$ cat src/logic/rd_master_pkg.sv
// Read master widths, burst limits, FIFO sizing and shared vector types
package rd_master_pkg;

  //////////////////////////////
  // Bus widths
  //////////////////////////////

  localparam int addr_w       = 32;
  localparam int data_w       = 32;
  localparam int dw_bytes     = data_w / 8;
  localparam int log_dw_bytes = $clog2(dw_bytes);

  // Byte count on the control port
  localparam int xfer_size_w = 20;

  //////////////////////////////
  // Burst limits
  //////////////////////////////

  // Protocol caps a burst at 256 beats and 4 KB, whichever is smaller
  localparam int max_burst_beats = 256;
  localparam int max_burst_bytes = 4096;
  localparam int burst_len       = (max_burst_bytes / dw_bytes < max_burst_beats) ?
                                   max_burst_bytes / dw_bytes : max_burst_beats;
  localparam int log_burst_len   = $clog2(burst_len);
  localparam int burst_bytes     = burst_len * dw_bytes;

  // Bursts allowed in flight, and the vacancy counter that tracks them
  localparam int max_outstanding = 4;
  localparam int outstanding_w   = $clog2(max_outstanding + 1);

  // Words per transfer, then bursts per transfer
  localparam int total_len_w = xfer_size_w - log_dw_bytes;
  localparam int txn_cntr_w  = total_len_w - log_burst_len;

  //////////////////////////////
  // Data FIFO
  //////////////////////////////

  // Room for every outstanding burst, rounded to a power of two
  localparam int fifo_depth  = 2 ** $clog2(burst_len * max_outstanding);
  localparam int fifo_addr_w = $clog2(fifo_depth);

  typedef logic [addr_w-1:0]     addr_t;
  typedef logic [data_w-1:0]     data_t;
  typedef logic [txn_cntr_w-1:0] txn_count_t;
  // Beats in a burst minus one
  typedef logic [7:0]            arlen_t;

endpackage

$ cat src/logic/rd_request_setup.sv
// Transfer request capture, word rounding, burst split and start strobe
module rd_request_setup
  import rd_master_pkg::*;
(
  input  logic                   aclk,
  input  logic                   areset,
  input  logic                   ctrl_start,
  input  addr_t                  ctrl_addr_offset,
  input  logic [xfer_size_w-1:0] ctrl_xfer_size_in_bytes,
  output logic                   start,
  output addr_t                  base_addr,
  output txn_count_t             num_txn,
  output arlen_t                 final_len,
  output logic                   single_txn
);

  // Stage one results
  logic [total_len_w-1:0] total_len_r;
  logic                   start_d1;

  // Split of the word count
  txn_count_t             num_full_bursts;
  logic                   has_partial;

  //////////////////////////////
  // Strobe pipeline
  //////////////////////////////

  // Start follows the data through both stages
  always_ff @(posedge aclk) begin
    if (areset) begin
      start_d1 <= 1'b0;
      start    <= 1'b0;
    end else begin
      start_d1 <= ctrl_start;
      start    <= start_d1;
    end
  end

  //////////////////////////////
  // Stage one
  //////////////////////////////

  always_ff @(posedge aclk) begin
    if (ctrl_start) begin
      // Round up to whole words
      if (ctrl_xfer_size_in_bytes[log_dw_bytes-1:0] != '0) begin
        total_len_r <= ctrl_xfer_size_in_bytes[log_dw_bytes +: total_len_w] +
                       total_len_w'(1);
      end else begin
        total_len_r <= ctrl_xfer_size_in_bytes[log_dw_bytes +: total_len_w];
      end
      // Burst boundary alignment, low bits dropped
      base_addr <= ctrl_addr_offset & ~addr_t'(burst_bytes - 1);
    end
  end

  //////////////////////////////
  // Stage two
  //////////////////////////////

  // Upper bits count full bursts, lower bits the leftover words
  assign num_full_bursts = total_len_r[log_burst_len +: txn_cntr_w];
  assign has_partial     = (total_len_r[log_burst_len-1:0] != '0);

  always_ff @(posedge aclk) begin
    if (start_d1) begin
      // Bursts minus one
      // A leftover adds its own burst
      num_txn   <= has_partial ? num_full_bursts :
                                 num_full_bursts - txn_count_t'(1);
      // Zero leftover wraps to a full 255
      final_len <= arlen_t'(total_len_r[log_burst_len-1:0] - 1'b1);
    end
  end

  // One burst covers the whole transfer
  assign single_txn = (num_txn == '0);

endmodule

$ cat config.mk
export PLATFORM = sky130hd
export DESIGN_NAME = rd_request_setup
export DESIGN_NICKNAME = d
export VERILOG_FILES = /design/src/logic/rd_master_pkg.sv /design/src/logic/rd_request_setup.sv
export SDC_FILE = /design/constraint.sdc
export NUM_CORES = 1
export LEC_CHECK = 0
export BUFFER_PORTS_ARGS = -buffer_cell sky130_fd_sc_hd__clkbuf_2
export CORE_MARGIN = 1.5
export CORE_UTILIZATION = 30
export CTS_BUF_LIST = sky130_fd_sc_hd__clkbuf_16
export DETAILED_ROUTE_END_ITERATION = 6
export PLACE_DENSITY = 0.53
export SLEW_MARGIN = 0
export SYNTH_ARGS = -nofsm -noshare
export SYNTH_HDL_FRONTEND = slang
export SYNTH_SLANG_ARGS = --single-unit
$ cat constraint.sdc
create_clock -name aclk -period 1.9 [get_ports aclk]
set_input_delay 0.57 -clock aclk [delete_from_list [all_inputs] [get_ports aclk]]
set_output_delay 0.57 -clock aclk [all_outputs]
set_load 0.01 [all_outputs]
# == After elaboration in Yosys (flattened, before gate mapping) ==
# Index checks and enable logic that the tools add are counted.
# totals
regBits,60
in_bits,55
wordCells,14
out_inout_bits,52
# op_classes
n_mux,2
n_reduce_logical,3
n_addsub,3
# op_table
cell,n
$add 18x1->18 const B,1
$mux 18,1
$logic_not 10->1,1
$mux 10,1
$sub 10x1->10 const B,1
$reduce_bool 8->1,1
$sub 8x1->8 const B,1
$reduce_bool 2->1,1

# == Depth between registers and ports, before layout ==
# Gate-level depths: netlist of the first run.
# depth
depth_word,2
depth_mapped,6
mapped_depth_nobuf,6

# == Worst setup path before layout of the first run ==
# Ideal clock, no wire load.
# synth_timing
path_type,register to output
start,register num_txn[5]
end,output single_txn
setup_slack_ns,-0.026
n_path_buf,0
t_required_ns,1.330
stages_incl_launch_ff,3
arrival_time_ns,1.356
path_cell_list,edfxtp_1 or4_1 nor4_1
# synth_between
elab_chain_cells,1
# synth_rtl
element,line_no,text
"start, declared",rd_request_setup.sv:12,"output txn_count_t num_txn,"
"start signal, assigned",rd_request_setup.sv:70,num_txn <= has_partial ? num_full_bursts :
$logic_not 10->1,rd_request_setup.sv:78,assign single_txn = (num_txn == '0);
"end, declared",rd_request_setup.sv:14,output logic single_txn
# No other way between the ends.

# == Final worst setup path of the first run ==
# layout_timing
start,register num_txn[7]
end,output single_txn
# Same word-level chain as after synthesis.

==> impl_metrics.ini, run 1 <==
[outcome]
status = finished with violations
violations = negative setup slack

[timing]
fin_tns_setup_ns = -0.257
fmax_mhz = 464
setup_slack_ns = -0.257
slew_violations = 0
fin_skew_ns = 0.00341
period_share_pct = 114
setup_viol = 1
min_period_ns = 2.16
hold_violations = 0
rsz0062_at_grt = true

[critical_path]
r2r_start = total_len_r[1]
reg2reg_to = num_txn[5]
r2r_cells = 6
critPathKind = register to output pin
crit_path_start_kind = register
r2r_setup_slack_ns = 0.09
crit_required_ns = 1.33
worst-path-max-fanout = 2
arrival_ns = 1.59
critPathCaptureType = output pin

[floorplanning]
fp-row-count = 33
die_w_um = 94.9
start_util_pct = 30.9
core_area_um2 = 8220
io_pins = 107
dieHeight_um = 94.9
dieArea_um2 = 9010

[clock_tree]
cts_root_buf = clkbuf_16
clockBufferDepth = 2
cts_buffers = 9
h-tree-depth = 3
cts_tree = done
hold_buffers = 0
clkTransAtPathRegs_ns = 0.05
worstSkewPairLatency_ns = 0.31
clock_sinks = 60

[grt]
grt_max_degree = 42
gr-usage-met1_pct = 10.2
grt_pass1_vias = 1544
use_met3_pct = 4.83
grtUsageMet2_pct = 16.5
top_usage_layer = met2
grt_first_pass_wirelength_um = 6660
track_usage_pct = 10.1
globalRouteOverflowTotal = 0
antenna_found_initial = 0

[synthesis]
synthSimpleGateAreaFrac_pct = 11.6
synthXorXnorAreaFrac_pct = 10.7
synth.cell_area_um2 = 2530
synthMuxAreaShare_pct = 0.444
synth_warnings = 0
synth_seq_cells = 60
synth_fa_ha_area_share_pct = 1.48
synth_top_family_by_area = simple AND/OR/NAND/NOR gates
synth_cells = 167
synth_compound_area_share_pct = 1.33
synth.avg_cell_area_um2 = 15.2
synth_cell_types = 30
seq_area_frac_synth_pct = 70.3

[power_and_ir_drop]
leakage_uw = 0.00148
p_per_area_nw_per_um2 = 1020
total_power_uw = 3590
peakVddDrop_mv = 0.524

[route]
drt_pass1_iterations = 4
routed_via_density = 4.15
vias = 1627
wirelength_um = 4190
drc = 0
routedWlPerCell_um = 10.7
ant_nets = 0
drtIter0Drc = 45

[placement]
place_congestion = 0.776
dp_slack_ns = 0.0305
io_buffers = 86
hpwlAfterDp_um = 3220
postPlaceCellArea_um2 = 3190

[layout]
postLayoutCellArea_um2 = 3540
drive_above_1_share_pct = 45.3
antenna-diode-count = 0
nFillCells = 759
nets = 340
area_growth_syn_to_layout_pct = 39.5

[min_path]
hold_depth = 2
worstHoldEndpoint = start_d1
hp-start = areset
min_path_type = input pin to register

[run]
cap_violations = 0
report_power, final:
part	switching [µW]	leakage [µW]	internal, µW	total [µW]
combinational	162	0.000743	152	313
clock	514	0.000158	1130	1640
sequential	52.4	0.000577	1580	1630
total	728	0.00148	2860	3590
through the flow:
stage / std cells / util, % / hold WS [ns]
floorplan: 176 / - / 0.522
global placement: 372 / 38.9 / 0.455
detailed placement: 372 / 38.9 / 0.462
CTS: 390 / 42.8 / 0.411
global route: 392 / 43.0 / 0.412
finish: 392 / 43.0 / 0.422
Yosys cell counts:
cell type  number  share of area (%)
mux2_2          1               0.44
nor2_1         10                1.5
xor2_1         14                4.8
buf_4          10                3.0
nor4_4          1               0.84
nand3_1         6                1.2
o2111ai_1       1               0.35
nor3b_2         1               0.49
nand2_1         9                1.3
or4_4           1               0.44
conb_1          1               0.15
or4_1           4                1.2
o211ai_1        1               0.30
nand4_2         1               0.49
edfxtp_1       58                 69
nor2b_1         2               0.49
inv_1           7                1.0
xnor2_1        17                5.9
and3_1          1               0.25
dfxtp_1         2                1.6
nor4_1          2               0.49
ha_1            3                1.5
or3_1           1               0.25
or3_4           1               0.44
o21ai_0         2               0.39
nor3_2          1               0.39
nor3_1          5               0.99
nand4_1         2               0.49
and4_1          1               0.35
o31ai_1         1               0.30
placed cells by master, fill, tap and decap left out, types with 3 or more instances in the layout:
master,count
buf_4,18
clkbuf_16,9
clkbuf_2,85
clkinv_2,3
conb_1,10
edfxtp_1,58
inv_1,7
nand2_1,9
nand3_1,6
nor2_1,10
nor3_1,5
or4_1,3
xnor2_1,17
xor2_1,14
final cells by class:
class | instances | area, µm² | area share (%)
flip-flops and latches | 60 | 1780 | 50.4
multi-input cells | 99 | 704 | 19.9
repair buffers | 105 | 586 | 16.6
clock buffers | 9 | 225 | 6.37
well taps | 105 | 131 | 3.71
clock inverters | 7 | 82.6 | 2.33
inverters | 7 | 26.3 | 0.743
worst max path at each step:
stage / startpoint / end / slack (ns) / depth (start not counted)
3_3_place_gp: ctrl_xfer_size_in_bytes[2] / total_len_r[12] / 0.03 / 7
3_5_place_dp: ctrl_xfer_size_in_bytes[2] / total_len_r[12] / 0.03 / 7
5_1_grt: num_txn[7] / single_txn / -0.33 / 3
4_1_cts: num_txn[6] / single_txn / -0.29 / 3
2_1_floorplan: total_len_r[0] / num_txn[5] / 0.04 / 6
6_report: num_txn[7] / single_txn / -0.26 / 3
registers in the layout (all words and copies together) (netlist names):
signal	cells
base_addr	22
final_len	8
num_txn	10
start	1
start_d1	1
total_len_r	18
kinds of logic after synthesis:
logic type / Yosys count
AOI/OAI and AO/OA: 5
xor gates and xnor gates: 31
adders and majority gates: 3
buffers and inverters: 17
DFF: 60
muxes: 1
other: 1
and+or+nand+nor: 49
per-layer routing:
layer	up-vias	share of wire, %
met2	72	50
met1	727	38
met4	0	2.4
met5	-	0
met3	6	9.6
li1	822	-
worst max-delay path, cell delays in order, from the launching register on:
cell and delay [ns]:
edfxtp_1 0.37, or4_1 0.54, nor4_2 0.20, buf_2 0.16
timing repair:
action	in CTS	in global routing
resized for setup	0	4
buffers inserted	2	2
setup endpoints to repair	1	2
pin swaps	1	2
Note: power is estimated with default switching activity, not from simulation.
==> inputs of run 2 (changes only) <==
--- a/config.mk
+++ b/config.mk
@@ -10,7 +10,7 @@
 export CORE_UTILIZATION = 30
 export CTS_BUF_LIST = sky130_fd_sc_hd__clkbuf_16
 export DETAILED_ROUTE_END_ITERATION = 6
-export PLACE_DENSITY = 0.53
+export PLACE_DENSITY = 0.51
 export SLEW_MARGIN = 0
 export SYNTH_ARGS = -nofsm -noshare
 export SYNTH_HDL_FRONTEND = slang
==> constraint.sdc (replaced) <==
create_clock -name aclk -period 2.29 [get_ports aclk]
set_input_delay 0.687 -clock aclk [delete_from_list [all_inputs] [get_ports aclk]]
set_output_delay 0.687 -clock aclk [all_outputs]
set_load 0.01 [all_outputs]
==> run 2 against run 1 <==
The flow still finishes with violations (negative setup slack). Critical path depth did not move. Via count fell by 4.7%. Largest power group is now registers. Critical path type unchanged. Clock power fell by 24%. Critical endpoint unchanged. Register-to-register slack improved by 0.22 ns.
==> impl_metrics.ini, run 2 (synthesized netlist as in run 1, its figures left out) <==
[outcome]
status = finished with violations
violations = negative setup slack

[timing]
fin_hold_ws_ns = 0.542
setup_viol = 1
period_share_pct = 102
setup_slack_ns = -0.0346
slew_violations = 0
hold_violations = 0
fin_skew_ns = 0.00554
maxSlewHeadroom_pct = 49.8
timing_worst_slew_pin_value_ns = 0.752
min_period_ns = 2.32
rsz0062_at_grt = true
fmax_mhz = 430

[floorplanning]
io_pins = 107
core_area_um2 = 8220
dieArea_um2 = 9010
die_w_um = 94.9
dieHeight_um = 94.9
fp-row-count = 33
start_util_pct = 30.9

[clock_tree]
cts_buffers = 9
clock_sinks = 60
cts_tree = done
clockBufferDepth = 2
clkTransAtPathRegs_ns = 0.05
cts_root_buf = clkbuf_16
worstSkewPairLatency_ns = 0.32
h-tree-depth = 3

[route]
routed_via_density = 4.08
routedWlPerCell_um = 10.9
drc = 0
wirelength_um = 4160
ant_nets = 0
drt_pass1_iterations = 4
vias = 1551
drtIter0Drc = 42

[critical_path]
crit_path_start_kind = register
arrival_ns = 1.64
cp_slowest_cell = or4_4
critPathKind = register to output pin
max_stage_delay_ns = 0.56
crit_required_ns = 1.60
reg2reg_to = num_txn[5]
worst-path-max-fanout = 2
r2r_setup_slack_ns = 0.31
r2r_start = total_len_r[0]
critPathCaptureType = output pin
path_cells = or4_4 -> nor4_4 -> buf_2
r2r_cells = 6

[grt]
globalRouteOverflowTotal = 0
grt_first_pass_wirelength_um = 6340
antenna_found_initial = 0
track_usage_pct = 9.71
grt_max_degree = 42
grt_pass1_vias = 1504

[power_and_ir_drop]
leakage_uw = 0.00142
p_per_area_nw_per_um2 = 831
peakVddDrop_mv = 0.315

[layout]
top_regs = base_addr: 22 flops, total_len_r: 18 flops, num_txn: 10 flops
nets = 328
drive_above_1_share_pct = 42.2
final_common_cell = clkbuf_2
area_growth_syn_to_layout_pct = 34.6
layout.cells.most_common_list = 85 x clkbuf_2, 58 x edfxtp_1, 17 x xnor2_1
largest_reg_flops = 22
antenna-diode-count = 0
nFillCells = 807
utilization_pct = 41.5
largest_register = base_addr

[min_path]
hold_depth = 1
worstHoldEndpoint = base_addr[31]
min_path_type = input pin to register
hp-start = ctrl_addr_offset[31]

[placement]
hpwlAfterDp_um = 3230
place_congestion = 0.693
io_buffers = 86

[run]
cap_violations = 0
## run 2: stage by stage
stage	cells	power [µW]	setup slack [ns]	cell area, µm²	TNS (ns)
6_report	380	2840	-0.0346	3410	-0.0346
3_5_place_dp	362	1620	0.260	3090	0
5_1_grt	380	2960	-0.0971	3410	-0.0971
2_1_floorplan	176	1490	0.247	2570	0
4_1_cts	378	2880	-0.0428	3380	-0.0428
3_3_place_gp	362	1610	0.266	3090	0
## run 2: what timing repair did
action	CTS	global route
endpoints found under the setup margin	1	1
hold buffers	0	0
resized for setup	1	3
buffers inserted	0	2
pin swaps	1	2
## run 2: area by class of cell
cell class / instances / area, µm² / share of cell area [%]
Clock buffer: 9 / 225 / 6.60
Timing Repair Buffer: 93 / 483 / 14.2
Inverter: 7 / 26.3 / 0.770
Clock inverter: 7 / 60.1 / 1.76
Sequential cell: 60 / 1780 / 52.2
Multi-Input combinational cell: 99 / 704 / 20.6
Tap cell: 105 / 131 / 3.85
## run 2: worst max path at each step
stage / startpoint / end / depth (start not counted)
3_5_place_dp: ctrl_xfer_size_in_bytes[2] / total_len_r[12] / 7
3_3_place_gp: ctrl_xfer_size_in_bytes[2] / total_len_r[12] / 7
6_report: num_txn[2] / single_txn / 3
5_1_grt: num_txn[0] / single_txn / 3
4_1_cts: num_txn[4] / single_txn / 3
2_1_floorplan: num_txn[5] / single_txn / 2
## run 2: power by group
| part | total, µW | switching (µW) | internal, µW |
|---|---|---|---|
| Combinational | 231 | 123 | 108 |
| Sequential | 1370 | 51.8 | 1310 |
| Clock | 1240 | 416 | 824 |
## run 2: metal layers
layer  share of wire, %  GRT usage, %
met5                  0             0
met4                3.6          8.58
met3                9.2          3.46
met2                 49          16.8
met1                 38          8.89
## run 2: worst max-delay path: cells and delay by family, from the launching register on
family	cells	cell delay (ns)
DFF	1	0.38
buffers and inverters	1	0.16
and+or+nand+nor	2	0.77
