--- config.mk ---
export PLATFORM = sky130hd
export DESIGN_NAME = ar_issue
export DESIGN_NICKNAME = d
export VERILOG_FILES = /design/src/logic/rd_master_pkg.sv /design/src/logic/ar_issue.sv /design/src/logic/xfer_counter.sv
export SDC_FILE = /design/constraint.sdc
export NUM_CORES = 1
export LEC_CHECK = 0
export BUFFER_PORTS_ARGS = -buffer_cell sky130_fd_sc_hd__clkbuf_2
export CELL_PAD_IN_SITES_DETAIL_PLACEMENT = 1
export CELL_PAD_IN_SITES_GLOBAL_PLACEMENT = 2
export CORE_ASPECT_RATIO = 1.25
export CORE_UTILIZATION = 29
export DETAILED_ROUTE_END_ITERATION = 12
export GPL_ROUTABILITY_DRIVEN = 0
export GPL_TIMING_DRIVEN = 0
export PLACE_DENSITY_LB_ADDON = 0.15
export SETUP_SLACK_MARGIN = 0.4
export SYNTH_ARGS = -nofsm -noshare
export SYNTH_HDL_FRONTEND = slang
export SYNTH_SLANG_ARGS = --single-unit
export TNS_END_PERCENT = 50
--- constraint.sdc ---
create_clock -name aclk -period 2.75 [get_ports aclk]
set_input_delay 0.4125 -clock aclk [delete_from_list [all_inputs] [get_ports aclk]]
set_output_delay 0.4125 -clock aclk [all_outputs]
set_load 0.05 [all_outputs]
--- src/logic/rd_master_pkg.sv ---
// Read master widths, burst limits, FIFO sizing and shared vector types
package rd_master_pkg;

  //////////////////////////////
  // Bus widths
  //////////////////////////////

  localparam int addr_w       = 32;
  localparam int data_w       = 32;
  localparam int dw_bytes     = data_w / 8;
  localparam int log_dw_bytes = $clog2(dw_bytes);

  // Byte count on the control port
  localparam int xfer_size_w = 20;

  //////////////////////////////
  // Burst limits
  //////////////////////////////

  // Protocol caps a burst at 256 beats and 4 KB, whichever is smaller
  localparam int max_burst_beats = 256;
  localparam int max_burst_bytes = 4096;
  localparam int burst_len       = (max_burst_bytes / dw_bytes < max_burst_beats) ?
                                   max_burst_bytes / dw_bytes : max_burst_beats;
  localparam int log_burst_len   = $clog2(burst_len);
  localparam int burst_bytes     = burst_len * dw_bytes;

  // Bursts allowed in flight, and the vacancy counter that tracks them
  localparam int max_outstanding = 4;
  localparam int outstanding_w   = $clog2(max_outstanding + 1);

  // Words per transfer, then bursts per transfer
  localparam int total_len_w = xfer_size_w - log_dw_bytes;
  localparam int txn_cntr_w  = total_len_w - log_burst_len;

  //////////////////////////////
  // Data FIFO
  //////////////////////////////

  // Room for every outstanding burst, rounded to a power of two
  localparam int fifo_depth  = 2 ** $clog2(burst_len * max_outstanding);
  localparam int fifo_addr_w = $clog2(fifo_depth);

  typedef logic [addr_w-1:0]     addr_t;
  typedef logic [data_w-1:0]     data_t;
  typedef logic [txn_cntr_w-1:0] txn_count_t;
  // Beats in a burst minus one
  typedef logic [7:0]            arlen_t;

endpackage

--- src/logic/ar_issue.sv ---
// Read address request issue with address stepping and outstanding limit
module ar_issue
  import rd_master_pkg::*;
(
  input  logic       aclk,
  input  logic       areset,
  input  logic       start,
  input  addr_t      base_addr,
  input  txn_count_t num_txn,
  input  arlen_t     final_len,
  input  logic       single_txn,
  input  logic       burst_done,
  output logic       arvalid,
  input  logic       arready,
  output addr_t      araddr,
  output arlen_t     arlen
);

  logic                     ar_idle;
  logic                     arxfer;
  logic                     ar_done;
  logic                     ar_final;
  logic                     stall_ar;

  // Free outstanding slots
  logic [outstanding_w-1:0] vacancy;

  //////////////////////////////
  // Handshake
  //////////////////////////////

  assign arxfer  = arvalid & arready;
  assign ar_done = ar_final & arxfer;

  // Idle until start, idle again once the last burst is taken
  always_ff @(posedge aclk) begin
    if (areset) begin
      ar_idle <= 1'b1;
    end else if (start) begin
      ar_idle <= 1'b0;
    end else if (ar_done) begin
      ar_idle <= 1'b1;
    end
  end

  // Raise only from low, so one idle cycle sits between requests
  // Once raised, hold until the slave accepts
  always_ff @(posedge aclk) begin
    if (areset) begin
      arvalid <= 1'b0;
    end else if (!arvalid) begin
      arvalid <= ~ar_idle & ~stall_ar;
    end else if (arready) begin
      arvalid <= 1'b0;
    end
  end

  //////////////////////////////
  // Address and length
  //////////////////////////////

  // One burst step per accepted request
  always_ff @(posedge aclk) begin
    if (start) begin
      araddr <= base_addr;
    end else if (arxfer) begin
      araddr <= araddr + addr_t'(burst_bytes);
    end
  end

  // Only the final burst can be short
  assign arlen = (ar_final || single_txn) ? final_len : arlen_t'(burst_len - 1);

  //////////////////////////////
  // Counters
  //////////////////////////////

  // Bursts still to request, zero marks the final one
  xfer_counter #(
    .width      (txn_cntr_w),
    .init_value ('0)
  ) txn_cntr_inst (
    .aclk       (aclk),
    .areset     (areset),
    .load       (start),
    .incr       (1'b0),
    .decr       (arxfer),
    .load_value (num_txn),
    .count      (),
    .is_zero    (ar_final)
  );

  // Free slots for bursts in flight
  // Empty means stall, a finished burst on the stream frees one
  xfer_counter #(
    .width      (outstanding_w),
    .init_value (outstanding_w'(max_outstanding))
  ) vacancy_cntr_inst (
    .aclk       (aclk),
    .areset     (areset),
    .load       (1'b0),
    .incr       (burst_done),
    .decr       (arxfer),
    .load_value ('0),
    .count      (vacancy),
    .is_zero    (stall_ar)
  );

endmodule

--- src/logic/xfer_counter.sv ---
// Loadable up/down counter with zero flag for burst and vacancy counts
module xfer_counter
  import rd_master_pkg::*;
#(
  parameter int               width      = txn_cntr_w,
  parameter logic [width-1:0] init_value = '0
) (
  input  logic             aclk,
  input  logic             areset,
  input  logic             load,
  input  logic             incr,
  input  logic             decr,
  input  logic [width-1:0] load_value,
  output logic [width-1:0] count,
  output logic             is_zero
);

  //////////////////////////////
  // Count register
  //////////////////////////////

  // Load wins over counting
  // Simultaneous incr and decr cancel out
  always_ff @(posedge aclk) begin
    if (areset) begin
      count <= init_value;
    end else if (load) begin
      count <= load_value;
    end else if (incr && !decr) begin
      count <= count + width'(1);
    end else if (decr && !incr) begin
      count <= count - width'(1);
    end
  end

  //////////////////////////////
  // Flags
  //////////////////////////////

  // Straight from the register, no extra cycle
  assign is_zero = (count == '0);

endmodule

* Yosys cells after proc, flatten, opt, wreduce, memory -nomap -nowiden
Cells that the tools add are included.
** Operators by class
- Add/sub/neg operators :: 4
- Reduce and logical (&&, ||, !) cells :: 10
- Bitwise logic cells :: 5
- Muxes and demuxes :: 11
** Operators with widths (number)
- 2-to-1 mux 32 bit :: 2
- adder 32 x 11 -> 32 bit (second input constant) :: 1
- 2-to-1 mux 10 bit :: 2
- logical NOT 10 bit :: 1
- subtractor 10 x 1 -> 10 bit (second input constant) :: 1
- 2-to-1 mux 8 bit :: 1
- 2-to-1 mux 3 bit :: 2
- nonzero test 2 bit :: 3
- 2-to-1 mux 1 bit :: 4
- adder 3 x 1 -> 3 bit (second input constant) :: 1
- AND 1 bit :: 3
- logical NOT 3 bit :: 1
- subtractor 3 x 1 -> 3 bit (second input constant) :: 1
- logical AND 1 bit :: 2
- logical NOT 1 bit :: 2
- NOT 1 bit :: 2
- logical OR 1 bit :: 1
** Word-level totals
- Output and inout bits :: 41
- Logic and storage cells :: 35
- Register bits :: 47
- Bits of input ports :: 56

* Depth between registers and ports, before layout
- Word-level depth :: 4
- Depth in mapped cells :: 8
- Gate-level depth less buffers :: 7

* Cells and area by module
From an unflattened synthesis, not the netlist that was laid out.
** Second synthesis, totals
- Cells, all modules :: 308
- Area total of the unflattened synthesis :: 2995.4 µm²
** By module, submodules not included
- ar_issue :: area each 1903.1 µm², instances 1, seq. area each 1001.0 µm², cells an instance 181
- xfer_counter (txn_cntr_inst) :: area each 895.9 µm², instances 1, seq. area each 200.2 µm², cells an instance 107
- xfer_counter (vacancy_cntr_inst) :: area each 196.4 µm², instances 1, seq. area each 60.1 µm², cells an instance 20

* Worst setup path before layout
No wires, ideal clock.
- Path type :: flip-flop to flip-flop
- Start :: register araddr[10]
- End :: register araddr[30], data pin
- Clock period less this slack :: 2411 ps
- Path buffers :: 1
- Stages on the path, launching flop included :: 7
- Required time :: 2615 ps
- Setup time :: 135 ps
- Setup slack :: 339 ps
- Arrival :: 2276 ps
- Cells stage by stage :: edfxtp_1 > ha_1 > inv_2 > or4_1 > buf_2 > or4_1 > nand3_1
** On the way
- Word-level cells in the longest chain between the ends :: 3
** Ends and longest elaborated chain
- start, declared :: RTL line ar_issue.sv:15 : output addr_t araddr,
- start signal, assigned :: RTL line ar_issue.sv:65 : araddr <= base_addr;
- start signal, assigned :: RTL line ar_issue.sv:67 : araddr <= araddr + addr_t'(burst_bytes);
- adder 32 x 11 -> 32 bit :: RTL line ar_issue.sv:67
- 2-to-1 mux 32 bit :: RTL line ar_issue.sv:66 : end else if (arxfer) begin
- 2-to-1 mux 32 bit :: RTL line ar_issue.sv:64 : if (start) begin
Every way passes these cells. The select of a mux whose other input is x is not followed.
A chain may end at the register's enable or synchronous reset.

* Worst setup path after layout
- Start :: register txn_cntr_inst.count[5]
- End :: output arlen[3]
** On the way
- Word-level cells in the longest chain between the ends :: 3
** Ends and longest elaborated chain
- start, declared :: RTL line xfer_counter.sv:14 : output logic [width-1:0] count,
- start signal, assigned :: RTL line xfer_counter.sv:26 : count <= init_value;
- start signal, assigned :: RTL line xfer_counter.sv:28 : count <= load_value;
- start signal, assigned :: RTL line xfer_counter.sv:30 : count <= count + width'(1);
- logical NOT 10 bit :: RTL line xfer_counter.sv:41 : assign is_zero = (count == '0);
- logical OR 1 bit :: RTL line ar_issue.sv:72 : assign arlen = (ar_final || single_txn) ? final_len : arlen_t'(burst_len - 1);
- 2-to-1 mux 8 bit :: RTL line ar_issue.sv:72
- end, declared :: RTL line ar_issue.sv:16 : output arlen_t arlen
Every way passes these cells.

==> run_results.csv <==
group,metric,value,unit
run_status,status,"complete, no violations",
route,wl,7.29,mm
pwr,netSwitchingFraction,32.9,%
worst_setup_path,reg2reg_to,"araddr[26]$_DFFE_PN_",
floorplanning,die_y,106,µm
pwr,p_leak,0.00134,µW
pwr,intPower,1360,µW
pwr,p_clk_share,30.7,%
sta,fin_crit_sh,84.4,%
synthesis,syn_inst,258,
sta,tightestPinTransition,1.03,ns
hold_path,min_path_cells,2,
route,num_vias,2305,
placement,dp_hpwl,5.50,mm
finish,syn2layout_area_growth,33.9,%
pwr,power,2030,µW
hold_path,hold_class,"input pin to flip-flop",
route,dr.pass1.iters,4,
worst_setup_path,r2r_start,"araddr[10]$_DFFE_PN_",
worst_setup_path,cp_num_cells,5,
floorplanning,initial_core_util,30.3,%
floorplanning,die_x,85.5,µm
clock_network,cts-root-buf,"clkbuf_8",
sta,layout_min_cycle_time,2.32,ns
route,post-route-drc-count,0,
floorplanning,ios,97,
pwr,ir_drop,0.279,mV
worst_setup_path,cp-start-kind,"flip-flop",
route,first_iter_violations,73,
finish,fin_cells,460,
global_route,antenna_found_initial,0,
clock_network,ctsHoldBuffers,0,
route,drtAntennaViolNets,0,
worst_setup_path,end_kind,"output pin",
route,via_per_inst,5.01,
synthesis,syn_nets,318,
worst_setup_path,reg2regPathDepth,6,
pwr,combPwrFrac,24.8,%
sta,hold_violations,0,
floorplanning,coreArea,8330,µm²
global_route,grt_start_max_net_pins,23,
hold_path,hold_start,"areset",
placement,numPlacedInstances,451,
sta,skew,0.0112,ns
clock_network,clkLatencyLatePin,0.32,ns
pwr,power.share.sequential,44.5,%
synthesis,ys_seq_area_share,49.9,%
floorplanning,die-area,9100,µm²
synthesis,synth-edff-count,32,
clock_network,cts_buffer_depth,2,
sta,rsz0062_at_grt,"yes",
worst_setup_path,max_stage_delay,0.56,ns
finish,final_nets,422,
synthesis,synth_top_flop_cell,"edfxtp_1",
clock_network,cts_buffers,5,
floorplanning,rows,37,
global_route,grt-ovfl-total,0,
worst_setup_path,worst_ep_required_time,2.34,ns
worst_setup_path,crit_type,"flip-flop to output pin",
clock_network,path_clk_slew,0.09,ns
worst_setup_path,rrSetupSlack,0.55,ns
worst_setup_path,cp_max_fo,8,
flow_run,drv_cap,0,
global_route,grt_pass1_vias,2406,
clock_network,clock_sinks,47,
clock_network,cts_max_level,2,
global_route,grtUsageTotal,16.8,%
synthesis,synth_area_per_cell,9.80,µm²
sta,setup_tns,0,ns
worst_setup_path,arrival,1.91,ns
sta,drv_slew,0,
worst_setup_path,crit_family,"simple AND/OR/NAND/NOR gates",
finish,drive_gt1_share,34.7,%
synthesis,async_flop_share,0,%
sta,setup_viol,0,
finish,n_antenna_cell,0,
sta,max_freq,431,MHz
synthesis,yosysWarnings,0,
finish,fill_cells,1003,
synthesis,synth_area,2530,µm²
pwr,p_per_area,601,nW/µm²
hold_path,hold-path-endpoint,"txn_cntr_inst.count[2]$_SDFFE_PP0N_",
worst_setup_path,crit_buf_inv,1,
sta,slew_headroom,31.2,%
synthesis,synth-seq-cells,47,
worst_setup_path,critPathSlowestCell,"or4_4",
worst_setup_path,path_cells,"or4_4, nor2_4, a21oi_4, or2_2, clkbuf_8",
global_route,grt_pass1_wl,11.6,mm
placement,io_buffers,96,
pwr,p_sw,669,µW
synthesis,synth.distinct_cells,43,
route,wire_per_inst,15.8,µm
clock_network,cts_tree,"built",
cell families after synthesis:
logic type	after synthesis	synth area share, %
and+or+nand+nor	116	24.7
DFF	47	49.9
adders and majority gates	4	2.28
AOI/OAI and AO/OA	45	11.1
muxes	3	1.24
xor gates and xnor gates	22	7.62
buffers and inverters	21	3.17
cell usage in the layout, fill, tap and decap left out, types with 3 or more instances in the layout:
| cell type | netlist | routed |
|---|---|---|
| a21oi_1 | 7 | 6 |
| xor2_1 | 9 | 9 |
| and2_1 | 10 | 10 |
| dfxtp_1 | 15 | 14 |
| nand4_1 | 6 | 6 |
| buf_8 | 0 | 3 |
| clkbuf_8 | 0 | 10 |
| clkbuf_2 | 0 | 88 |
| inv_1 | 8 | 8 |
| xnor2_1 | 13 | 13 |
| clkbuf_1 | 11 | 11 |
| or2_2 | 9 | 9 |
| nor3_1 | 9 | 9 |
| o21ai_0 | 15 | 15 |
| or4_1 | 5 | 4 |
| nand2_1 | 24 | 24 |
| nor4_1 | 5 | 5 |
| or3_1 | 4 | 4 |
| nand3_1 | 10 | 10 |
| a31oi_1 | 5 | 5 |
| edfxtp_1 | 32 | 32 |
| nor2_1 | 24 | 23 |
| a211oi_1 | 6 | 6 |
synthesized netlist by cell type (6+ instances only):
| cell type | count | area, µm² |
|---|---|---|
| and2_1 | 10 | 62.6 |
| nor2_1 | 24 | 90.1 |
| edfxtp_1 | 32 | 961 |
| o21ai_0 | 15 | 75.1 |
| xor2_1 | 9 | 78.8 |
| a21oi_1 | 7 | 35.0 |
| nand4_1 | 6 | 37.5 |
| xnor2_1 | 13 | 114 |
| inv_1 | 8 | 30.0 |
| nand2_1 | 24 | 90.1 |
| dfxtp_1 | 15 | 300 |
| a211oi_1 | 6 | 45.0 |
| nor3_1 | 9 | 45.0 |
| clkbuf_1 | 11 | 41.3 |
| nand3_1 | 10 | 50.1 |
| or2_2 | 9 | 56.3 |
worst max-delay path by stage:
stage,start,endpoint,slack (ns)
global route,txn_cntr_inst.count[5]$_SDFFE_PP0N_,arlen[3],0.36
global placement,start,araddr[19]$_DFFE_PN_,0.35
CTS,txn_cntr_inst.count[5]$_SDFFE_PP0N_,arlen[0],0.40
floorplan,araddr[10]$_DFFE_PN_,araddr[30]$_DFFE_PN_,0.40
detailed placement,start,araddr[21]$_DFFE_PN_,0.35
finish,txn_cntr_inst.count[5]$_SDFFE_PP0N_,arlen[3],0.43
per-layer routing:
metal	vias to the layer above	GRT usage, %	part of all wire (%)
met2	50	31.3	53
met5	-	0	0
met4	0	6.43	2.0
li1	1141	-	-
met1	1106	17.9	41
met3	8	4.19	4.4
final cells by class:
type                            count  area [µm²]  share of cell area [%]
Tap cell                           97         121                    3.59
Buffer                             12        46.3                    1.37
Inverter                            9        33.8                   0.999
Timing Repair Buffer               97         562                    16.6
Multi-Input combinational cell    190        1220                    36.1
Sequential cell                    47        1260                    37.3
Clock inverter                      3        67.6                    2.00
Clock buffer                        5        68.8                    2.03
through the flow:
stage | hold WS, ns | instance area, µm² | utilization [%] | setup WS (ns)
6_report | 0.327 | 3380 | 40.6 | 0.429
2_1_floorplan | 0.471 | 2540 | - | 0.404
4_1_cts | 0.321 | 3380 | 40.5 | 0.402
3_5_place_dp | 0.521 | 3140 | 37.7 | 0.353
3_3_place_gp | 0.497 | 3140 | 37.7 | 0.347
5_1_grt | 0.331 | 3380 | 40.6 | 0.360
state kept, by name (all words and copies together) (netlist names):
| name | count |
|---|---|
| ar_idle | 1 |
| araddr | 32 |
| arvalid | 1 |
| txn_cntr_inst.count | 10 |
| vacancy_cntr_inst.count | 3 |
power groups by stage:
stage | registers [µW] | logic [µW] | clock network, µW
4_1_cts | 907 | 509 | 648
3_5_place_dp | 923 | 482 | 0
3_3_place_gp | 920 | 476 | 0
2_1_floorplan | 1060 | 198 | 0
5_1_grt | 917 | 546 | 672
6_report | 905 | 505 | 623
timing repair:
item / CTS / global route
gates resized for setup: 21 / 4
setup endpoints to repair: 8 / 8
pin swaps: 2 / 0
buffers inserted: 1 / 0
endpoints found under the hold margin: 0 / 0
No activity file was read; power rests on OpenSTA's default activity.
