--- config.mk ---
export PLATFORM = sky130hd
export DESIGN_NAME = rd_completion
export DESIGN_NICKNAME = d
export VERILOG_FILES = /design/src/logic/rd_master_pkg.sv /design/src/logic/rd_completion.sv /design/src/logic/xfer_counter.sv
export SDC_FILE = /design/constraint.sdc
export NUM_CORES = 1
export LEC_CHECK = 0
export ABC_AREA = 1
export ABC_CLOCK_PERIOD_IN_PS = 4019
export BUFFER_PORTS_ARGS = -buffer_cell sky130_fd_sc_hd__buf_4
export CAP_MARGIN = 20
export CORE_MARGIN = 2
export CORE_UTILIZATION = 47
export CTS_CLUSTER_SIZE = 30
export DETAILED_ROUTE_END_ITERATION = 16
export GPL_TIMING_DRIVEN = 0
export PLACE_DENSITY = 0.82
export SLEW_MARGIN = 0
export SYNTH_ARGS = -nofsm -noshare
export SYNTH_HDL_FRONTEND = slang
export SYNTH_SLANG_ARGS = --single-unit
--- constraint.sdc ---
create_clock -name aclk -period 4.02 [get_ports aclk]
set_clock_uncertainty 0.05 [all_clocks]
set_input_delay 0.201 -clock aclk [delete_from_list [all_inputs] [get_ports aclk]]
set_output_delay 0.201 -clock aclk [all_outputs]
set_load 0.05 [all_outputs]
--- src/logic/rd_master_pkg.sv ---
// Read master widths, burst limits, FIFO sizing and shared vector types
package rd_master_pkg;

  //////////////////////////////
  // Bus widths
  //////////////////////////////

  localparam int addr_w       = 32;
  localparam int data_w       = 32;
  localparam int dw_bytes     = data_w / 8;
  localparam int log_dw_bytes = $clog2(dw_bytes);

  // Byte count on the control port
  localparam int xfer_size_w = 20;

  //////////////////////////////
  // Burst limits
  //////////////////////////////

  // Protocol caps a burst at 256 beats and 4 KB, whichever is smaller
  localparam int max_burst_beats = 256;
  localparam int max_burst_bytes = 4096;
  localparam int burst_len       = (max_burst_bytes / dw_bytes < max_burst_beats) ?
                                   max_burst_bytes / dw_bytes : max_burst_beats;
  localparam int log_burst_len   = $clog2(burst_len);
  localparam int burst_bytes     = burst_len * dw_bytes;

  // Bursts allowed in flight, and the vacancy counter that tracks them
  localparam int max_outstanding = 4;
  localparam int outstanding_w   = $clog2(max_outstanding + 1);

  // Words per transfer, then bursts per transfer
  localparam int total_len_w = xfer_size_w - log_dw_bytes;
  localparam int txn_cntr_w  = total_len_w - log_burst_len;

  //////////////////////////////
  // Data FIFO
  //////////////////////////////

  // Room for every outstanding burst, rounded to a power of two
  localparam int fifo_depth  = 2 ** $clog2(burst_len * max_outstanding);
  localparam int fifo_addr_w = $clog2(fifo_depth);

  typedef logic [addr_w-1:0]     addr_t;
  typedef logic [data_w-1:0]     data_t;
  typedef logic [txn_cntr_w-1:0] txn_count_t;
  // Beats in a burst minus one
  typedef logic [7:0]            arlen_t;

endpackage

--- src/logic/rd_completion.sv ---
// Stream-side burst completion count and transfer done pulse
module rd_completion
  import rd_master_pkg::*;
(
  input  logic       aclk,
  input  logic       areset,
  input  logic       start,
  input  txn_count_t num_txn,
  input  logic       tvalid,
  input  logic       tready,
  input  logic       tlast,
  output logic       burst_done,
  output logic       ctrl_done
);

  logic       active;
  logic       final_burst;

  //////////////////////////////
  // Burst tracking
  //////////////////////////////

  // Last beat of a burst leaves the FIFO
  assign burst_done = tvalid & tready & tlast;

  // Bursts left on the stream side, zero while the final one drains
  xfer_counter #(
    .width      (txn_cntr_w),
    .init_value ('0)
  ) burst_cntr_inst (
    .aclk       (aclk),
    .areset     (areset),
    .load       (start),
    .incr       (1'b0),
    .decr       (burst_done),
    .load_value (num_txn),
    .count      (),
    .is_zero    (final_burst)
  );

  //////////////////////////////
  // Done
  //////////////////////////////

  // Open from start until done
  always_ff @(posedge aclk) begin
    if (areset) begin
      active <= 1'b0;
    end else if (start) begin
      active <= 1'b1;
    end else if (ctrl_done) begin
      active <= 1'b0;
    end
  end

  // Same cycle as the final tlast handshake
  assign ctrl_done = burst_done & final_burst & active;

endmodule

--- src/logic/xfer_counter.sv ---
// Loadable up/down counter with zero flag for burst and vacancy counts
module xfer_counter
  import rd_master_pkg::*;
#(
  parameter int               width      = txn_cntr_w,
  parameter logic [width-1:0] init_value = '0
) (
  input  logic             aclk,
  input  logic             areset,
  input  logic             load,
  input  logic             incr,
  input  logic             decr,
  input  logic [width-1:0] load_value,
  output logic [width-1:0] count,
  output logic             is_zero
);

  //////////////////////////////
  // Count register
  //////////////////////////////

  // Load wins over counting
  // Simultaneous incr and decr cancel out
  always_ff @(posedge aclk) begin
    if (areset) begin
      count <= init_value;
    end else if (load) begin
      count <= load_value;
    end else if (incr && !decr) begin
      count <= count + width'(1);
    end else if (decr && !incr) begin
      count <= count - width'(1);
    end
  end

  //////////////////////////////
  // Flags
  //////////////////////////////

  // Straight from the register, no extra cycle
  assign is_zero = (count == '0);

endmodule

# Word level (Yosys, flattened, before mapping)
# Cells that the tools add are included.
# totals
input_bits	16
ff_bits	11
out_inout_bits	2
wordCells	14
# classes
n_bitwise	4
n_addsub	1
n_mux	4
n_reduce_logical	3
# op_table
operator	n
$mux W10	2
$logic_not A10 Y1	1
$sub A10 B1 Y10 const B	1
$and A1 B1 Y1	4
$reduce_bool A2 Y1	2
$mux W1	2

# Depth between registers and ports, before layout
# Gate-level depths: netlist of the first run.
# logic_depth
ltp_word	6
depth_mapped	9
mapped_depth_nobuf	9

# Cells and area by module
# From an unflattened synthesis of the first run, not the netlist that was laid out.
# unflattened
cells_unflattened	163
area_unflattened_um2	1006.0
# by_module_without_submodules
module	instances	seq_area_each_um2	cells_each	area_per_inst_um2
xfer_counter	1	200.2	154	944.7
rd_completion	1	20.0	9	61.3

# Worst setup path before layout of the first run
# Ideal clock, no wire load.
# synth_path
kind	register to output
from	register burst_cntr_inst.count[0]
to	output ctrl_done
n_path_buf	0
t_arrival_ns	1.627
setup_slack_ns	2.142
t_required_ns	3.769
path_stages_with_launch	7
path_cell_list	dfxtp_1 > inv_1 > ha_1 > nand2_2 > nor2_4 > nand4_1 > nor2_1
# synth_between
elab_chain_cells	3
# synth_lines
item	line	text
start: declaration	xfer_counter.sv:14	output logic [width-1:0] count,
start signal: assignment	xfer_counter.sv:26	count <= init_value;
start signal: assignment	xfer_counter.sv:28	count <= load_value;
start signal: assignment	xfer_counter.sv:30	count <= count + width'(1);
$logic_not A10 Y1	xfer_counter.sv:41	assign is_zero = (count == '0);
$and A1 B1 Y1 (2 in series)	rd_completion.sv:57	assign ctrl_done = burst_done & final_burst & active;
end: declaration	rd_completion.sv:13	output logic ctrl_done
# No other way between the ends.

# Final worst setup path of the first run
# Same ends and word-level chain as after synthesis.

==> metrics.yaml, run 1 <==
ys_warn_count: 0
reg2reg_to: "burst_cntr_inst.count[6]"
clkTransAtPathRegs_ns: 0.07
ant_nets: 0
clock_latency_ns: 0.28
start_kind: "register"
timing.critical_path.cells: "inv_1, ha_1, nand2_2, nor2_4, nand4_1, nor2_1, buf_4"
min_path_cells: 3
finalHoldViolations: 0
worst_pin_slew_ns: 0.189
via_per_inst: 5.05
crit_path_max_incr_delay_ns: 0.32
postLayoutSetupSlackWorst_ns: 2.05
worst_setup_path_end_kind: "output pin"
drv_slew: 0
critPathBufInv: 2
cts_resized: 0
crit_type: "register to output pin"
syn_inst: 113
layout_common_cells: "nand2_1 (23), inv_1 (16), buf_4 (16)"
drc: 0
routedWlPerCell_microns: 11.3
gr-usage-all-layers: 0.196
grt_antenna_before_repair: 0
rr_startpoint: "burst_cntr_inst.count[0]"
cts_tree: "done"
io_pins: 18
arrival_ns: 1.72
slowest_stage: "dfxtp_1"
antennaDiodeCount: 0
p_leak_nw: 0.472
min-delay-path-class: "input port to register"
fin_setup_tns_ns: 0
cts.sinks: 11
start_util: 0.511
startpoint: "burst_cntr_inst.count[0]"
die_x_microns: 44.7
cp-endpoint: "ctrl_done"
irDropWorstVdd_mv: 0.218
rsz0062_at_grt: "false"
worstPathRequired_ns: 3.77
io_buffer_count: 16
final_cell_area_sq_um: 945
grt_pass1_wl_mm: 2.83
yosysTopAreaCell: "dfxtp_1"
post-cts-setup-buffers: 0
grt_pass1_vias: 723
fin_crit_sh: 0.491
r2r_cells: 9
dr.pass1.iters: 4
nNetsFinal: 151
critPathTopFamily: "simple AND/OR/NAND/NOR gates"
avgSynthCellArea_sq_um: 6.89
pre_cts_slack_ns: 2.37
yosysSeqAreaShare: 0.283
grt_max_degree: 11
hpwlAfterDp_mm: 1.28
holdWs_ns: 0.160
status: "completed"
netlist_area_sq_um: 778
place_congestion: 0.897
drive_gt1_frac: 0.346
clock.fmax_ghz: 0.507
vias: 753
synth_area_leaders: "dfxtp_1 (28%), nand2_1 (11%), nand3_1 (8.4%)"
cts_buffers: 3
setup_viol: 0
grt_overflow: 0
coreArea_sq_um: 1520
worstSetupPathDepth: 7
power_density_nw_per_um2: 298
ys_ff_latch: 11
layout_commonest_cell: "nand2_1"
cts_hold_buf: 0
r2r_slack_ns: 2.53
synth_top_area_share: 0.283
syn2layout_area_growth_pct: 21.4
cap_violations: 0
crit_fanout: 5
die_area_sq_um: 2000
die_h_microns: 44.7
period_minus_slack_ns: 1.97
max-slew-margin-rel: 0.874
rows: 14
ctsRootBufferMaster: "clkbuf_4"
h-tree-depth: 1
syn_nets: 130
ys_types: 25
drt_iter0_markers: 9
wl_mm: 1.69
cts.path.max_buffers: 2
dpl_cell_area_sq_um: 918
per-stage QoR:
| step | power (mW) | utilization | std cells |
|---|---|---|---|
| floorplan | 0.181 | - | 113 |
| global placement | 0.201 | 0.603 | 145 |
| detailed placement | 0.205 | 0.603 | 145 |
| CTS | 0.283 | 0.620 | 149 |
| global route | 0.299 | 0.620 | 149 |
| finish | 0.282 | 0.620 | 149 |
metal layers:
layer,vias up,wire length [microns],GRT usage
met3,4,77,0.0480
li1,399,-,-
met4,0,29,0.121
met2,19,800,0.330
met5,-,0,0
met1,331,777,0.219
where the power goes:
part / internal [mW] / switching, mW / total [mW]
Sequential: 0.117 / 0.00496 / 0.122
Combinational: 0.0327 / 0.0483 / 0.0811
Clock: 0.0386 / 0.0406 / 0.0791
cell usage after synthesis:
library cell     instances
nand2_1                 23
inv_1                   16
nand3_1                 13
dfxtp_1                 11
nor2_1                   8
inv_2                    6
nand2_2                  5
a21oi_1                  4
nand4_1                  4
o21ai_1                  3
a21oi_2                  2
nand3_2                  2
nor2_2                   2
nor2_4                   2
o21ai_2                  2
a22oi_1                  1
a31oi_1                  1
buf_6                    1
clkdlybuf4s18_2          1
ha_1                     1
inv_6                    1
nand2_4                  1
nand3_4                  1
nor2_8                   1
o211ai_1                 1
registers in the layout, summed over array words and instances, names as in the netlist:
name and flops:
burst_cntr_inst.count 10, active 1
worst reg2reg max path, stage by stage (launching register included):
cell and delay [ns]:
dfxtp_1 0.32, inv_1 0.15, ha_1 0.26, nand2_2 0.09
nor2_4 0.16, nand3_2 0.08, nand2_1 0.06, nand2_1 0.04
o21ai_1 0.12, inv_1 0.05
area by class of cell:
class,instances,area (sq um)
multi-input combinational,77,445
timing repair buffer,16,120
tap,16,20.0
inverter,23,91.3
buffer,2,21.3
clock buffer,4,26.3
sequential,11,220
fill,144,579
how the worst min path moves through the flow:
stage                          start                  endpoint  slack, ns
after global routing      num_txn[3]  burst_cntr_inst.count[3]       0.17
after floorplan           num_txn[3]  burst_cntr_inst.count[3]       0.32
after CTS                 num_txn[3]  burst_cntr_inst.count[3]       0.16
final                     num_txn[3]  burst_cntr_inst.count[3]       0.16
after global placement        active                    active       0.40
after detailed placement      active                    active       0.41
cell families after synthesis:
logic type / synth area share
AND/OR/NAND/NOR: 0.439
buffers and inverters: 0.145
AO/OA/AOI/OAI: 0.117
flip-flops: 0.283
adder cells (fa/ha/maj): 0.0161
(Power assumes the default switching activity.)
==> run 2, diff against run 1 <==
- ABC_CLOCK_PERIOD_IN_PS: 4019 -> 1700
- CORE_UTILIZATION: 47 -> 46
- PLACE_DENSITY: 0.82 -> 0.84
- clock period: 4.02 -> 1.7 ns (I/O delays scaled with it)
==> metrics.yaml, run 2 (same netlist as run 1, synthesis figures left out) <==
drc: 0
arrival_ns: 1.43
min-delay-path-class: "input port to register"
final_util: 0.644
gr-usage-all-layers: 0.198
antennaDiodeCount: 0
crit_fanout: 4
ant_nets: 0
final_cell_area_sq_um: 993
grt_antenna_before_repair: 0
nNetsFinal: 155
finalHoldViolations: 0
io_pins: 18
period_minus_slack_ns: 1.57
top_register: "burst_cntr_inst.count"
reg_top3: "burst_cntr_inst.count x10, active x1"
ctsRootBufferMaster: "clkbuf_4"
wl_mm: 1.71
grt_max_degree: 11
status: "completed"
coreArea_sq_um: 1540
cts.sinks: 11
fin_crit_sh: 0.921
rsz0062_at_grt: "false"
h-tree-depth: 1
min_path_cells: 3
via_per_inst: 5.14
worst_pin_slew_ns: 0.200
holdWs_ns: 0.0335
layout_commonest_cell: "nand2_1"
cts_buffers: 3
r2r_cells: 10
finalPower_mw: 0.689
dpl_cell_area_sq_um: 921
drt_iter0_markers: 16
crit_type: "register to output pin"
layout_common_cells: "nand2_1 (23), buf_4 (19), inv_1 (14)"
die_area_sq_um: 2040
cap_violations: 0
setup_viol: 0
drive_gt1_frac: 0.394
irDropWorstVdd_mv: 0.426
drv_slew: 0
io_buffer_count: 16
start_kind: "register"
cts_hold_buf: 0
max-slew-margin-rel: 0.867
fin_setup_tns_ns: 0
syn2layout_area_growth_pct: 27.7
vias: 787
place_congestion: 0.847
p_leak_nw: 0.492
grt_overflow: 0
rows: 14
cts.path.max_buffers: 2
worst_setup_path_end_kind: "output pin"
largest_reg_flops: 10
die_h_microns: 45.1
clkTransAtPathRegs_ns: 0.07
clock_latency_ns: 0.28
grt_pass1_wl_mm: 2.82
hpwlAfterDp_mm: 1.25
power_density_nw_per_um2: 694
routedWlPerCell_microns: 11.2
cts_tree: "done"
worstPathRequired_ns: 1.56
start_util: 0.505
grt_pass1_vias: 732
clock.fmax_ghz: 0.638
die_x_microns: 45.1
dr.pass1.iters: 4
fill_cells: 126
==> run 2: cell types whose count changed in the layout (fill, tap and decap cells not counted), sizes merged <==
cell  before  now
buf       17   21
==> run 2: what timing repair did <==
| item | in CTS | in global routing |
|---|---|---|
| resized for setup | 4 | 1 |
| pin swaps | 1 | 3 |
| buffers inserted | 0 | 4 |
| endpoints found under the setup margin | 1 | 1 |
==> run 2: power by group <==
| group | switching [mW] | internal, mW |
|---|---|---|
| clock network | 0.0986 | 0.0912 |
| registers | 0.0123 | 0.276 |
| logic | 0.118 | 0.0932 |
==> run 2: worst max-delay path: stages (launching register included) <==
cell and delay [ns]:
dfxtp_1 0.32, inv_2 0.09, ha_4 0.16, nand2_2 0.07, nor2_4 0.08, nand4_1 0.13, nor2_2 0.14, buf_6 0.16
==> run 2: layer usage <==
layer  track usage  vias to the layer above  routed length (microns)
li1              -                      407                        -
met2         0.314                       25                      825
met4         0.159                        0                       63
met5             0                        -                        0
met1         0.222                      348                      714
met3        0.0520                        7                      105
==> run 2: final timing paths <==
kind / start / to / slack (ns)
max: burst_cntr_inst.count[0] / ctrl_done / 0.13
min: num_txn[3] / burst_cntr_inst.count[3] / 0.03
max reg2reg: burst_cntr_inst.count[1] / burst_cntr_inst.count[6] / 0.29
min reg2reg: active / active / 0.42
==> run 2: layout make-up <==
class / instances / area [sq um] / area share
plain buffers: 2 / 21.3 / 0.0214
clock buffers: 4 / 26.3 / 0.0264
inverters: 23 / 91.3 / 0.0919
multi-input cells: 77 / 460 / 0.463
flip-flops and latches: 11 / 220 / 0.222
well taps: 16 / 20.0 / 0.0202
repair buffers: 20 / 154 / 0.155
==> run 2: stage by stage <==
| step | worst slack [ns] | std cells |
|---|---|---|
| CTS | 0.0163 | 149 |
| floorplan | 0.147 | 113 |
| detailed placement | 0.197 | 145 |
| finish | 0.134 | 153 |
| global placement | 0.204 | 145 |
| global route | 0.0205 | 153 |
==> run 3, diff against run 2 <==
- REMOVE_ABC_BUFFERS: default -> 1
==> metrics.yaml, run 3 (same netlist as run 1, synthesis figures left out) <==
crit_fanout: 4
p_sw_mw: 0.223
routedWlPerCell_microns: 10.9
ant_nets: 0
drt_iter0_markers: 18
place_congestion: 0.803
die_h_microns: 45.1
clock_latency_ns: 0.27
cts_tree: "done"
cts.sinks: 11
holdWs_ns: 0.0439
grt_max_degree: 13
wl_mm: 1.65
rsz0062_at_grt: "false"
crit_path_max_incr_delay_ns: 0.34
top_register: "burst_cntr_inst.count"
max-slew-margin-rel: 0.881
clkPwrFrac: 0.274
cts.path.max_buffers: 2
comb_power_share: 0.300
place.detailed.instances: 144
intPower_mw: 0.453
fill_cells: 130
rows: 14
pre_cts_slack_ns: 0.180
via_per_inst: 5.25
io_pins: 18
worst_setup_path_end_kind: "output pin"
finalHoldViolations: 0
h-tree-depth: 1
p_leak_nw: 0.481
die_area_sq_um: 2040
cts_buffers: 3
io_buffer_count: 17
drive_gt1_frac: 0.370
syn2layout_area_growth_pct: 24.9
timing.critical_path.cells: "inv_2, ha_4, nand2_2, nor2_4, nand4_1, nor2_1, buf_6"
vias: 793
hpwlAfterDp_mm: 1.21
worst_pin_slew_ns: 0.178
worstPathRequired_ns: 1.56
die_x_microns: 45.1
period_minus_slack_ns: 1.59
switching_share: 0.330
clock.fmax_ghz: 0.631
layout_common_cells: "nand2_1 (23), buf_4 (18), inv_1 (14)"
min-delay-path-class: "input port to register"
antennaDiodeCount: 0
drv_slew: 0
crit_type: "register to output pin"
fin_crit_sh: 0.933
grt_antenna_before_repair: 0
ctsRootBufferMaster: "clkbuf_4"
clkTransAtPathRegs_ns: 0.07
power_density_nw_per_um2: 695
finalPower_mw: 0.676
grt_overflow: 0
gr-usage-all-layers: 0.181
arrival_ns: 1.45
layout.cells.non_filler: 151
reg_top3: "burst_cntr_inst.count x10, active x1"
setup_viol: 0
slowest_stage: "dfxtp_1"
status: "completed"
drc: 0
dr.pass1.iters: 4
start_kind: "register"
grt_pass1_wl_mm: 2.69
cap_violations: 0
final_cell_area_sq_um: 972
grt_pass1_vias: 648
dpl_cell_area_sq_um: 905
largest_reg_flops: 10
postLayoutSetupSlackWorst_ns: 0.114
layout_commonest_cell: "nand2_1"
nNetsFinal: 153
p_seq_frac: 0.426
irDropWorstVdd_mv: 0.448
coreArea_sq_um: 1540
start_util: 0.505
[run 3: cell types whose count changed in the layout (fill, tap and decap cells not counted), sizes merged]
cell           delta
clkdlybuf4s18     -1
buf               -2
dlygate4sd3       +1
[run 3: worst paths after layout]
kind	depth (start not counted)	end	slack, ns	startpoint
min	3	burst_cntr_inst.count[3]	0.04	num_txn[3]
min reg2reg	2	active	0.41	active
max	7	ctrl_done	0.11	burst_cntr_inst.count[1]
max reg2reg	10	burst_cntr_inst.count[6]	0.35	burst_cntr_inst.count[1]
[run 3: layer usage]
layer	vias to the layer above	share of wire	routed length, microns	track usage
met3	5	0.061	100	0.0240
met4	0	0.016	27	0.106
li1	405	-	-	-
met2	29	0.46	767	0.286
met5	-	0	0	0
met1	354	0.46	756	0.233
[run 3: metrics by stage]
stage          setup TNS, ns  utilization
2_1_floorplan        -0.0618            -
3_3_place_gp               0        0.587
3_5_place_dp               0        0.587
4_1_cts                    0        0.626
5_1_grt                    0        0.631
6_report                   0        0.631
[run 3: power groups by stage]
stage | registers (mW) | clock network (mW) | logic (mW)
floorplan | 0.291 | 0 | 0.128
finish | 0.288 | 0.185 | 0.203
global placement | 0.292 | 0 | 0.181
global route | 0.290 | 0.202 | 0.225
CTS | 0.287 | 0.186 | 0.198
detailed placement | 0.293 | 0 | 0.185
[run 3: worst max-delay path, delay by kind of cell, from the launching register on]
kind,cells,cell delay [ns]
and+or+nand+nor,4,0.44
DFF,1,0.34
buffers and inverters,2,0.24
adders and majority gates,1,0.14
[run 3: repair_timing]
item	4_1_cts	5_1_grt
pin swaps	1	3
gates resized for setup	4	1
endpoints found under the hold margin	3	0
hold buffers	1	0
setup buffers	1	1
setup endpoints to repair	1	1
[run 3: cell type report]
| type | instances | area, sq um | share of cell area |
|---|---|---|---|
| repair buffers | 20 | 156 | 0.161 |
| well taps | 16 | 20.0 | 0.0206 |
| clock buffers | 4 | 26.3 | 0.0270 |
| multi-input cells | 77 | 458 | 0.471 |
| flip-flops and latches | 11 | 220 | 0.227 |
| inverters | 23 | 91.3 | 0.0940 |
